`config.mk`:
```
export PLATFORM = sky130hd
export DESIGN_NAME = bw_multiplier
export DESIGN_NICKNAME = d
export VERILOG_FILES = /design/src/source/mul_pkg.sv /design/src/source/bw_multiplier.sv /design/src/source/csa_tree.sv /design/src/source/pipe_stage.sv /design/src/source/pp_gen.sv /design/src/source/product_adder.sv
export SDC_FILE = /design/constraint.sdc
export NUM_CORES = 1
export LEC_CHECK = 0
export ABC_AREA = 1
export BUFFER_PORTS_ARGS = -buffer_cell sky130_fd_sc_hd__buf_2
export CORE_MARGIN = 8
export CORE_UTILIZATION = 35
export CTS_CLUSTER_SIZE = 30
export DETAILED_ROUTE_END_ITERATION = 8
export PLACE_DENSITY = 0.51
export SYNTH_ARGS = -nofsm -noshare
export SYNTH_HDL_FRONTEND = slang
export SYNTH_SLANG_ARGS = --single-unit
export TNS_END_PERCENT = 20
```
`constraint.sdc`:
```
create_clock -name clk -period 4.9 [get_ports clk]
set_clock_uncertainty 0.2 [all_clocks]
set_input_delay 1.47 -clock clk [delete_from_list [all_inputs] [get_ports clk]]
set_output_delay 1.47 -clock clk [all_outputs]
set_load 0.02 [all_outputs]
```
`src/source/mul_pkg.sv`:
```
package mul_pkg;

    localparam int OP_W      = 16;          // Operand width
    localparam int PROD_W    = 2 * OP_W;    // Product width, also the column count
    localparam int ROWS      = OP_W;        // One partial-product row per bit of x
    localparam int HALF_ROWS = ROWS / 2;    // Rows reduced by each tree

    // Baugh-Wooley constant: a one at column OP_W and a one at the top column.
    // It cancels the bias that the inverted sign bits add to the rows
    localparam logic [PROD_W-1:0] BW_CORRECTION = 32'h8001_0000;

    typedef struct packed {
        logic signed [OP_W-1:0] x;
        logic signed [OP_W-1:0] y;
    } operand_t;

    // Each row is already shifted to its column, so a plain sum of rows is the product
    typedef logic [ROWS-1:0][PROD_W-1:0] pp_rows_t;

    typedef struct packed {
        logic [PROD_W-1:0] sum;
        logic [PROD_W-1:0] carry;
    } cs_pair_t;

    typedef struct packed {
        cs_pair_t hi;   // Rows 8 to 15
        cs_pair_t lo;   // Rows 0 to 7
    } tree_out_t;

    // One row of 3:2 full adders across all columns. The carry moves up one column
    // and whatever leaves the top column is dropped, which keeps the total modulo 2^32
    function automatic cs_pair_t csa3(
        input logic [PROD_W-1:0] a,
        input logic [PROD_W-1:0] b,
        input logic [PROD_W-1:0] c
    );
        cs_pair_t r;
        r.sum   = a ^ b ^ c;
        r.carry = ((a & b) | (a & c) | (b & c)) << 1;
        return r;
    endfunction

endpackage

```
`src/source/bw_multiplier.sv`:
```
module bw_multiplier (
    input  logic                              clk,
    input  logic                              rst_n,
    input  logic                              in_valid,
    input  logic signed [mul_pkg::OP_W-1:0]   x,
    input  logic signed [mul_pkg::OP_W-1:0]   y,
    output logic                              out_valid,
    output logic signed [mul_pkg::PROD_W-1:0] z
);
    import mul_pkg::*;

    operand_t  op_in;
    operand_t  op_q;
    logic      op_valid;

    pp_rows_t  pp_rows;

    cs_pair_t  lo_pair;
    cs_pair_t  hi_pair;
    tree_out_t trees_d;
    tree_out_t trees_q;
    logic      trees_valid;

    assign op_in.x = x;
    assign op_in.y = y;

    // Stage 1 holds the operand pair
    pipe_stage #(
        .payload_t(operand_t)
    ) op_stage_i (
        .clk      (clk),
        .rst_n    (rst_n),
        .in_valid (in_valid),
        .in_data  (op_in),
        .out_valid(op_valid),
        .out_data (op_q)
    );

    pp_gen pp_gen_i (
        .op  (op_q),
        .rows(pp_rows)
    );

    // Both halves of the rows are compressed side by side
    csa_tree tree_lo (
        .clk   (clk),
        .rows  (pp_rows[HALF_ROWS-1:0]),
        .result(lo_pair)
    );

    csa_tree tree_hi (
        .clk   (clk),
        .rows  (pp_rows[ROWS-1:HALF_ROWS]),
        .result(hi_pair)
    );

    assign trees_d.lo = lo_pair;
    assign trees_d.hi = hi_pair;

    // Stage 2 holds the two sum and carry pairs
    pipe_stage #(
        .payload_t(tree_out_t)
    ) tree_stage_i (
        .clk      (clk),
        .rst_n    (rst_n),
        .in_valid (op_valid),
        .in_data  (trees_d),
        .out_valid(trees_valid),
        .out_data (trees_q)
    );

    product_adder product_adder_i (
        .clk      (clk),
        .rst_n    (rst_n),
        .in_valid (trees_valid),
        .trees    (trees_q),
        .out_valid(out_valid),
        .z        (z)
    );

endmodule

```
`src/source/csa_tree.sv`:
```
module csa_tree (
    input  logic                                              clk,
    input  logic [mul_pkg::HALF_ROWS-1:0][mul_pkg::PROD_W-1:0] rows,
    output mul_pkg::cs_pair_t                                 result
);
    import mul_pkg::*;

    cs_pair_t l1_a;     // Rows 0 to 2
    cs_pair_t l1_b;     // Rows 3 to 5
    cs_pair_t l2_a;
    cs_pair_t l2_b;
    cs_pair_t l3;
    cs_pair_t l4;

    logic [PROD_W-1:0] row_total;

    // Level 1 takes eight rows to six. Rows 6 and 7 pass straight through
    assign l1_a = csa3(rows[0], rows[1], rows[2]);
    assign l1_b = csa3(rows[3], rows[4], rows[5]);

    // Level 2 takes six to four
    assign l2_a = csa3(l1_a.sum, l1_a.carry, l1_b.sum);
    assign l2_b = csa3(l1_b.carry, rows[6], rows[7]);

    // Level 3 takes four to three, leaving l2_b.carry for the last level
    assign l3 = csa3(l2_a.sum, l2_a.carry, l2_b.sum);

    // Level 4 takes three to two
    assign l4 = csa3(l3.sum, l3.carry, l2_b.carry);

    assign result = l4;

    // Reference total of the eight rows, compared against the compressed pair
    always_comb begin
        row_total = '0;
        for (int i = 0; i < HALF_ROWS; i++) begin
            row_total = row_total + rows[i];
        end
    end

    // Rows come from a register with no reset, so the check waits for known data
    a_tree_sum: assert property (
        @(posedge clk) !$isunknown(rows) |-> (result.sum + result.carry == row_total)
    ) else $error("csa_tree pair does not add up to the row total");

endmodule

```
`src/source/pipe_stage.sv`:
```
module pipe_stage #(
    parameter type payload_t = logic
) (
    input  logic     clk,
    input  logic     rst_n,
    input  logic     in_valid,
    input  payload_t in_data,
    output logic     out_valid,
    output payload_t out_data
);

    always_ff @(posedge clk) begin
        if (!rst_n) begin
            out_valid <= 1'b0;
        end else begin
            out_valid <= in_valid;
        end
    end

    // Data only moves with a valid strobe, so idle cycles keep the last payload
    always_ff @(posedge clk) begin
        if (in_valid) begin
            out_data <= in_data;
        end
    end

    a_valid_known: assert property (
        @(posedge clk) disable iff (!rst_n) !$isunknown(out_valid)
    ) else $error("pipe_stage valid bit is unknown");

endmodule

```
`src/source/pp_gen.sv`:
```
module pp_gen (
    input  mul_pkg::operand_t op,
    output mul_pkg::pp_rows_t rows
);
    import mul_pkg::*;

    // Row i is y weighted by bit i of x, placed so that its lowest bit lands at column i.
    // Bits carrying a negative weight are inverted, which turns each subtraction into an
    // addition plus a bias that BW_CORRECTION removes at the end
    always_comb begin
        logic [OP_W-1:0] pp;
        for (int i = 0; i < ROWS; i++) begin
            pp = op.y & {OP_W{op.x[i]}};
            if (i == ROWS - 1) begin
                // Sign row of x: only the sign-by-sign bit is positive
                pp[OP_W-2:0] = ~pp[OP_W-2:0];
            end else begin
                pp[OP_W-1] = ~pp[OP_W-1];   // y sign bit times a positive x bit
            end
            rows[i] = PROD_W'(pp) << i;
        end
    end

endmodule

```
`src/source/product_adder.sv`:
```
module product_adder (
    input  logic                              clk,
    input  logic                              rst_n,
    input  logic                              in_valid,
    input  mul_pkg::tree_out_t                trees,
    output logic                              out_valid,
    output logic signed [mul_pkg::PROD_W-1:0] z
);
    import mul_pkg::*;

    cs_pair_t merge_a;
    cs_pair_t merge_b;
    logic [PROD_W-1:0] total;

    // A 4:2 level built from two chained full-adder rows folds both trees into one pair
    assign merge_a = csa3(trees.lo.sum, trees.lo.carry, trees.hi.sum);
    assign merge_b = csa3(merge_a.sum, merge_a.carry, trees.hi.carry);

    // Carry-propagate add; the correction only touches columns 16 and 31
    assign total = merge_b.sum + merge_b.carry + BW_CORRECTION;

    always_ff @(posedge clk) begin
        if (!rst_n) begin
            out_valid <= 1'b0;
            z         <= '0;
        end else begin
            out_valid <= in_valid;
            if (in_valid) begin
                z <= total;   // Two's-complement product, modulo 2^32
            end
        end
    end

    a_merge_total: assert property (
        @(posedge clk) disable iff (!rst_n)
        in_valid |-> (merge_b.sum + merge_b.carry
                      == trees.lo.sum + trees.lo.carry + trees.hi.sum + trees.hi.carry)
    ) else $error("product_adder merged pair does not add up to the tree total");

endmodule

```
Word-level counts from Yosys, hierarchy flattened
Index checks and enable logic that the tools add are counted.

storage, ports and cells
  output and inout port bits = 33
  register bits after elaboration = 193

operators by class
  add/subtract/negate cells = 2
  bitwise gates (word level) = 130

operators with widths
  cell                                             count
  31-bit AND                                       25
  31-bit OR                                        23
  32-bit bitwise XOR                               16
  16-bit AND                                       16
  32-bit adder                                     1
  32-bit adder (second input constant)             1
  32-bit by 22-bit bitwise XOR with 32-bit output  1
  32-bit by 23-bit bitwise XOR with 32-bit output  1
  32-bit by 30-bit bitwise XOR with 32-bit output  1
  32-bit by 31-bit bitwise XOR with 32-bit output  1
  30-bit by 31-bit AND with 31-bit output          1
  31-bit by 22-bit AND with 31-bit output          1
  31-bit by 23-bit AND with 31-bit output          1
  31-bit by 30-bit AND with 31-bit output          1
  31-bit by 18-bit OR with 31-bit output           1
  31-bit by 21-bit OR with 31-bit output           1
  31-bit by 23-bit OR with 31-bit output           1
  31-bit by 26-bit OR with 31-bit output           1
  31-bit by 29-bit OR with 31-bit output           1
  27-bit by 29-bit AND with 29-bit output          1
  28-bit by 29-bit AND with 29-bit output          1
  28-bit by 29-bit bitwise XOR with 29-bit output  1
  27-bit by 28-bit AND with 28-bit output          1
  27-bit by 28-bit bitwise XOR with 28-bit output  1
  other kinds (18)                                 32

Depth between registers and ports, before layout
Gate-level depths: netlist (run 1).

  depth in word-level cells = 14
  gate-level depth with buffers = 18
  mapped depth without buffers = 18

Modules after synthesis
Synthesis (run 1) repeated with hierarchy kept, for this count alone.

unflattened totals
  cell total of the unflattened synthesis = 2803
  area total of the unflattened synthesis = 24716.2 sq um

by module, submodules not included
  module                     seq. area each (sq um)  cells each  instances  area an instance (sq um)
  product_adder              660.6                   870         1          5695.5
  csa_tree (tree_hi)         0.0                     483         1          4825.9
  csa_tree (tree_lo)         0.0                     481         1          4817.1
  pp_gen                     0.0                     803         1          4518.1
  pipe_stage (tree_stage_i)  3863.7                  131         1          3871.2
  pipe_stage (op_stage_i)    980.9                   35          1          988.4

Worst setup path after synthesis (run 1)
No wires, ideal clock.

  path kind = register to register
  start = register op_stage_i.out_data[2] in the netlist's numbering
  end = register tree_stage_i.out_data[39] in the netlist's numbering (data pin)
  stages on the path, launching flop included = 11
  setup slack = 1.609 ns
  required time = 4.431 ns
  buffers on the path = 2
  arrival time = 2.821 ns
  path through = edfxtp_1 > clkbuf_1 > clkbuf_1 > nand2_1 > inv_1 > fa_1 > inv_1 > fa_1 > inv_1 > fa_1 > fa_1

RTL lines
  item                    RTL line          text
  start, declared         pipe_stage.sv:9   output payload_t out_data
  start signal, assigned  pipe_stage.sv:23  out_data <= in_data;
  end signal, assigned    pipe_stage.sv:23
  end, declared           pipe_stage.sv:9

Final worst setup path (run 1)
  start = register tree_stage_i.out_data[13] in the netlist's numbering
  end = register product_adder_i.z[25] in the netlist's numbering

between the ends
  cells in the longest elaborated chain, start to end = 8
  elaborated cells on any way between the ends = 15
  classes of those cells = add/sub (2); bitwise (13)

ends and longest elaborated chain
  item                         RTL line             text
  31-bit AND                   mul_pkg.sv:39        r.carry = ((a & b) | (a & c) | (b & c)) << 1;
  31-bit OR (2 in a row)       mul_pkg.sv:39
  31-bit AND                   mul_pkg.sv:39
  31-bit OR (2 in a row)       mul_pkg.sv:39
  32-bit adder * (2 in a row)  product_adder.sv:20  assign total = merge_b.sum + merge_b.carry + BW_CORRECTION;
  end signal, assigned         product_adder.sv:29  z <= total;
  end, declared                product_adder.sv:7   output logic signed [mul_pkg::PROD_W-1:0] z

Every way passes the cells marked *; elsewhere a longest branch is shown, timed or not.
A chain may end at the register's enable or synchronous reset.

==> results.cfg, run 1 <==
[global_routing]
grt_max_degree = 54
grt_pass1_wl_um = 53100
grt_overflow = 0
grt_pass1_vias = 10008
grt_use_total_pct = 14.14
grt_antenna_before_repair = 0

[place]
pre_cts_ws_ns = 1.262
dpl_cell_area_mm2 = 0.01491
io_buffers = 67
routabilityCongestion = 0.8205
dp_cells = 2181
place_hpwl_um = 24410

[die]
start_util_pct = 35.58
dieArea_mm2 = 0.04717
ios = 68
core_mm2 = 0.03982
die_y_um = 217.2
die_w_um = 217.2
rows = 73

[critical_path]
worstSetupEndpointType = flop
cp_slowest_cell = fa_1
cp.arrival_ns = 3.75
cp_max_fo = 4
max_stage_delay_ns = 0.58
crit_type = reg2reg
crit_required_ns = 5.04
critPathBufInv = 2
cp_top_family = adder cells
cp-start-kind = flop
crit_path_cell_trace = fa_1 -> inv_1 -> fa_1 -> inv_1 -> ha_1 -> ha_1 -> nand2_2 -> nor2_4 -> nand3_1 -> nand3_2 -> nand2_1 -> nand3_1 -> nand2_1 -> nor2_1 -> nor2_1

[sta]
finalCritPeriodShare_pct = 73.76
fmax_mhz = 276.7
finalSetupViolCount = 0
hold-worst-slack_ns = 0.2666
setup_tns_ns = 0
finalHoldViolCount = 0
relSlewSlack_pct = 40.05
setup_slack_ns = 1.286
tightestPinTransition_ns = 0.8992
slew_violations = 0
rsz0062_at_grt = false
fin_crit_ns = 3.614

[route]
dr_wl_met3_um = 1403
top_layer = met4
routedWlPerCell_um = 14.21
wl_met2_um = 13700
wl_met1_um = 16040
wl_um = 31440
ant_nets = 0
drt-initial-drc-count = 557
post_drt_via_cell_ratio = 4.250
dr.pass1.iters = 5
vias = 9406
drc = 0

[clocking]
cts_hold_buffers = 0
cts_root_buf = clkbuf_16
clkTransAtPathRegs_ns = 0.07
postCtsSetupBuffers = 0
cts_htree_levels = 4
numCtsBuffers = 17
ctsLongestPathBuffers = 2
ctsResizeCount = 0
cts_sinks = 151
clk_latency_ns = 0.44
cts_tree = yes

[final_layout]
final_cells = 2213
nNetsFinal = 2004
regArea_mm2 = 0.004188
multiInputGateArea_mm2 = 0.007710
drive_gt1_share_pct = 7.050
final_cell_mix = inv_1 (530), nand2_1 (417), fa_1 (200), edfxtp_1 (116), ha_1 (94)
num-fill-cells = 4110
final_area_mm2 = 0.01554
layout_commonest_cell = inv_1
area_delta_synth_final_pct = 9.715
final_util_pct = 39.03
antenna-diode-count = 0

[synth]
synth_cells = 1659
yosys.cell_types.count = 30
yosysWarnings = 0
yosysSeqAreaShare_pct = 29.53
netlist.area_leader.share_pct = 28.26
syn-num-nets = 1988
synth-seq-cells = 151
syn-cell-area_mm2 = 0.01417
yosys.area.top_type = fa_1
syn_area_per_cell_um2 = 8.540
yosys-top-cells-area = fa_1 (28%), edfxtp_1 (25%), inv_1 (14%), nand2_1 (11%), ha_1 (8.3%)

[pwr]
p_int_mw = 5.356
ir_drop_mv = 0.4445
pwr-share-comb_pct = 67.8
p_seq_share_pct = 19.0
p_total_mw = 10.90
p_sw_mw = 5.542
power_density_mw_per_mm2 = 701.1
clkPwrFrac_pct = 13.2
p_sw_share_pct = 50.85
p_leak_nw = 8.951

[hold_path]
holdCritPathClass = reg2reg

[status]
status = completed

[run]
drv_cap = 0
cells by family (layout without fill, tap and decap cells):
logic type | count (synthesis) | in the layout | share of synthesized area [%]
buf+inv | 605 | 634 | 16.05
simple gates | 559 | 559 | 15.69
fa+ha+maj | 294 | 294 | 36.56
flops | 151 | 151 | 29.53
compound gates | 40 | 40 | 1.546
xor+xnor | 10 | 10 | 0.6183
worst paths after layout:
kind                              from                    end  slack (ns)  cells past startpoint
min              product_adder_i.z[17]  product_adder_i.z[17]        0.27                      2
max          tree_stage_i.out_data[13]  product_adder_i.z[25]        1.29                     15
min reg2reg      product_adder_i.z[17]  product_adder_i.z[17]        0.27                      2
max reg2reg  tree_stage_i.out_data[13]  product_adder_i.z[25]        1.29                     15
worst min-delay path, stage by stage, from the launching register on:
cell and delay (ns):
dfxtp_1 0.31, nand3_1 0.07, nand2_1 0.05
flip-flops by register name, indices dropped and copies added, names as in the netlist:
register	flops
op_stage_i.out_valid	1
product_adder_i.out_valid	1
product_adder_i.z	32
tree_stage_i.out_valid	1
tree_stage_i.out_data	84
op_stage_i.out_data	32
Yosys cell counts:
cell type,number
a21o_1,1
a21oi_1,12
a21oi_2,2
and2_1,2
buf_1,1
buf_2,2
clkbuf_1,70
clkinv_1,2
dfxtp_1,35
edfxtp_1,116
fa_1,200
ha_1,94
inv_1,530
nand2_1,417
nand2_2,6
nand3_1,28
nand3_2,3
nand3b_1,1
nand4_1,5
nor2_1,88
nor2_2,1
nor2_4,3
nor3_1,2
o21ai_0,21
o21ai_1,2
o21bai_1,1
o21bai_2,1
or2_1,3
xnor2_1,2
xor2_1,8
layout make-up:
cell class / instances / area share, %
clock buffers: 17 / 2.737
clock inverters: 15 / 1.344
inverters: 532 / 12.85
multi-input cells: 903 / 49.60
flip-flops and latches: 151 / 26.94
well taps: 525 / 4.226
repair buffers: 70 / 2.302
power groups by stage:
stage / Combinational [mW] / Clock (mW) / Sequential (mW)
after floorplan: 5.63 / 0 / 1.97
after global placement: 7.44 / 0 / 2.10
after detailed placement: 7.47 / 0 / 2.10
after CTS: 7.52 / 1.48 / 2.08
after global routing: 8.68 / 1.52 / 2.11
final: 7.39 / 1.44 / 2.07
layer usage:
metal	vias up	track usage, %
li1	4731	-
met1	4499	20.11
met2	159	22.34
met3	17	2.705
met4	0	2.683
met5	-	0
No activity file was read; power rests on OpenSTA's default activity.
==> inputs of run 2 (changes only) <==
ABC_AREA = 0   (was 1)
clock period = 3.51 ns   (was 4.9 ns; I/O delays follow)
==> run 2 against run 1 <==
Against the previous run:
- the flow now finishes with violations (setup timing)
- combinational power increased by 61%
- sequential cell count did not move
- wire length shrank 6.0%
- non-clock buffer count grew 84
- sequential share of layout area shrank 0.067 points
- die area shrank 6.2%
- first-iteration DRC count is 31% lower
- largest power group unchanged
==> results.cfg, run 2 <==
[synth]
syn_area_per_cell_um2 = 11.07
yosysMostFrequentCell = inv_1
synth_cells = 1194
synth_flop_cell = edfxtp_1
syn-cell-area_mm2 = 0.01322
yosys.cell_types.count = 54
yosysWarnings = 0
ys_async_sr_fraction_pct = 0
yosys.area.top_type = fa_1
syn-num-nets = 1523
synth_edf_count = 116
netlist.area_leader.share_pct = 30.29
yosysSeqAreaShare_pct = 31.66
yosys-top-cells-count = inv_1 (239), and2_1 (201), fa_1 (200), edfxtp_1 (116), ha_1 (94)
yosys-top-cells-area = fa_1 (30%), edfxtp_1 (26%), and2_1 (9.5%), ha_1 (8.9%), inv_1 (6.8%)
synth-seq-cells = 151

[hold_path]
holdCritPathClass = reg2reg
min-delay-start = product_adder_i.z[26]
min_path_cells = 2
min_to = product_adder_i.z[26]

[sta]
finalCritPeriodShare_pct = 111.6
fmax_mhz = 255.3
slew_violations = 0
finalHoldViolCount = 0
finalSetupViolCount = 12
setup_slack_ns = -0.4076
relSlewSlack_pct = 45.25
rsz0062_at_grt = true
fin_crit_ns = 3.918
tightestPinTransition_ns = 0.8213

[critical_path]
ff2ff_setup_slack_ns = -0.41
crit_type = reg2reg
crit_path_cell_trace = inv_1 -> fa_1 -> inv_2 -> ha_4 -> ha_4 -> ha_4 -> fa_2 -> a21o_1 -> a31o_1 -> a2111o_1 -> a21o_1 -> a21oi_2 -> mux2_4 -> o211ai_1
r2r_cells = 14
worstSetupEndpointType = flop
cp-start-kind = flop
max_stage_delay_ns = 0.54
regToRegEndpoint = product_adder_i.z[28]
cp_slowest_cell = fa_1
cp.arrival_ns = 4.07
cp_max_fo = 4
critPathMostFrequentCell = ha_4
r2r_start = tree_stage_i.out_data[104]
crit_required_ns = 3.66

[pwr]
clkPwrFrac_pct = 11.6
p_sw_share_pct = 43.27
power_density_mw_per_mm2 = 1065
pwr-share-comb_pct = 71.5
p_seq_share_pct = 16.9
p_sw_mw = 7.181
p_total_mw = 16.60
ir_drop_mv = 0.6569
p_leak_nw = 7.128
p_int_mw = 9.416

[run]
drv_cap = 0

[global_routing]
grt_pass1_vias = 9109
use_met1_pct = 20.16
grt.met2_usage_pct = 22.23
grt_max_degree = 60
grt_antenna_before_repair = 0
grt_overflow = 0
grt_use_total_pct = 14.16
grt_pass1_wl_um = 49800
globalRoute.busiestLayer = met2
grtUsageMet3_pct = 2.317

[clocking]
numCtsBuffers = 17
cts_htree_levels = 4
clkTransAtPathRegs_ns = 0.07
cts_tree = yes
cts_sinks = 151
clk_latency_ns = 0.43
cts_root_buf = clkbuf_16
cts_hold_buffers = 0
ctsLongestPathBuffers = 2

[final_layout]
regMostFlops = tree_stage_i.out_data
area_delta_synth_final_pct = 17.90
reg.largest.list = tree_stage_i.out_data (84), op_stage_i.out_data (32), product_adder_i.z (32)
final_cell_mix = inv_1 (238), fa_1 (199), and2_1 (197), edfxtp_1 (116), ha_1 (85)
layout_commonest_cell = inv_1
final_area_mm2 = 0.01558
antenna-diode-count = 0
nNetsFinal = 1653
largest_register_ffs = 84
num-fill-cells = 3581
drive_gt1_share_pct = 16.08
regArea_mm2 = 0.004188
multiInputGateArea_mm2 = 0.008099

[route]
vias = 8268
routedWlPerCell_um = 16.00
drc = 0
ant_nets = 0
dr.pass1.iters = 6
drt-initial-drc-count = 386
post_drt_via_cell_ratio = 4.474
wl_um = 29560

[place]
dpl_cell_area_mm2 = 0.01486
place_hpwl_um = 23090
routabilityCongestion = 0.8023
io_buffers = 67

[die]
core_mm2 = 0.03740
dieArea_mm2 = 0.04423
ios = 68
die_w_um = 210.3
die_y_um = 210.3
start_util_pct = 35.34
rows = 71

[status]
failed_checks = setup timing
status = finished with violations
## run 2: cell count changes in the layout (fill, tap and decap cells not counted), sizes merged, moves of 16 or more
| cell | change |
|---|---|
| nand2 | -347 |
| inv | -290 |
| and2 | +199 |
| buf | +84 |
| nor2 | -56 |
| nand3 | -20 |
| mux2i | +16 |
## run 2: power by group through the flow
stage / clock [mW] / sequential [mW] / combinational, mW
6_report: 1.93 / 2.81 / 11.9
5_1_grt: 2.05 / 2.86 / 13.6
4_1_cts: 1.99 / 2.82 / 11.7
3_5_place_dp: 0 / 2.86 / 11.6
3_3_place_gp: 0 / 2.85 / 11.4
2_1_floorplan: 0 / 2.86 / 7.27
## run 2: cell families after synthesis
family | synth area share (%)
buffers and inverters | 8.056
XOR/XNOR | 1.259
flip-flops | 31.66
AND/OR/NAND/NOR | 14.20
multiplexers | 1.382
adder cells (fa/ha/maj) | 39.19
AO/OA/AOI/OAI | 4.251
## run 2: critical path: cells and delay by family, from the launching register on
| family | cells | cell delay, ns |
|---|---|---|
| muxes | 1 | 0.30 |
| DFF | 1 | 0.33 |
| adders and majority gates | 5 | 1.52 |
| buffers and inverters | 2 | 0.10 |
| AOI/OAI and AO/OA | 6 | 1.39 |
## run 2: timing repair
| action | CTS | global route |
|---|---|---|
| pin swaps | 3 | 17 |
| setup buffers | 0 | 1 |
| gates resized for setup | 4 | 17 |
| setup endpoints to repair | 14 | 23 |
## run 2: worst max-delay path by stage
stage	from	to	cells past startpoint	slack, ns
after global routing	tree_stage_i.out_data[104]	product_adder_i.z[28]	14	-0.54
final	tree_stage_i.out_data[104]	product_adder_i.z[28]	14	-0.41
after detailed placement	tree_stage_i.out_data[8]	product_adder_i.z[28]	14	-0.39
after global placement	tree_stage_i.out_data[8]	product_adder_i.z[28]	14	-0.33
after CTS	tree_stage_i.out_data[8]	product_adder_i.z[28]	14	-0.44
after floorplan	tree_stage_i.out_data[8]	product_adder_i.z[28]	14	-0.21
## run 2: through the flow
stage / utilization (%) / instances / hold WS [ns] / worst slack [ns] / setup TNS (ns)
6_report: 41.66 / 1848 / 0.2594 / -0.4076 / -2.594
5_1_grt: 41.66 / 1848 / 0.2827 / -0.5363 / -5.040
4_1_cts: 41.41 / 1847 / 0.2592 / -0.4375 / -3.092
2_1_floorplan: - / 1194 / 0.2568 / -0.2056 / -0.8755
3_5_place_dp: 39.73 / 1815 / 0.2551 / -0.3929 / -3.028
3_3_place_gp: 39.73 / 1815 / 0.2459 / -0.3339 / -2.464
## run 2: final cells by class
type | instances | share of cell area (%)
flip-flops and latches | 151 | 26.88
clock buffers | 20 | 3.140
well taps | 511 | 4.103
repair buffers | 154 | 7.331
multi-input cells | 760 | 51.98
inverters | 240 | 5.781
clock inverters | 12 | 0.7949
## run 2: per-layer routing
metal,up-vias,part of all wire (%)
met4,0,1.4
met3,24,3.2
met1,4154,51
met5,-,0
met2,121,45
li1,3969,-
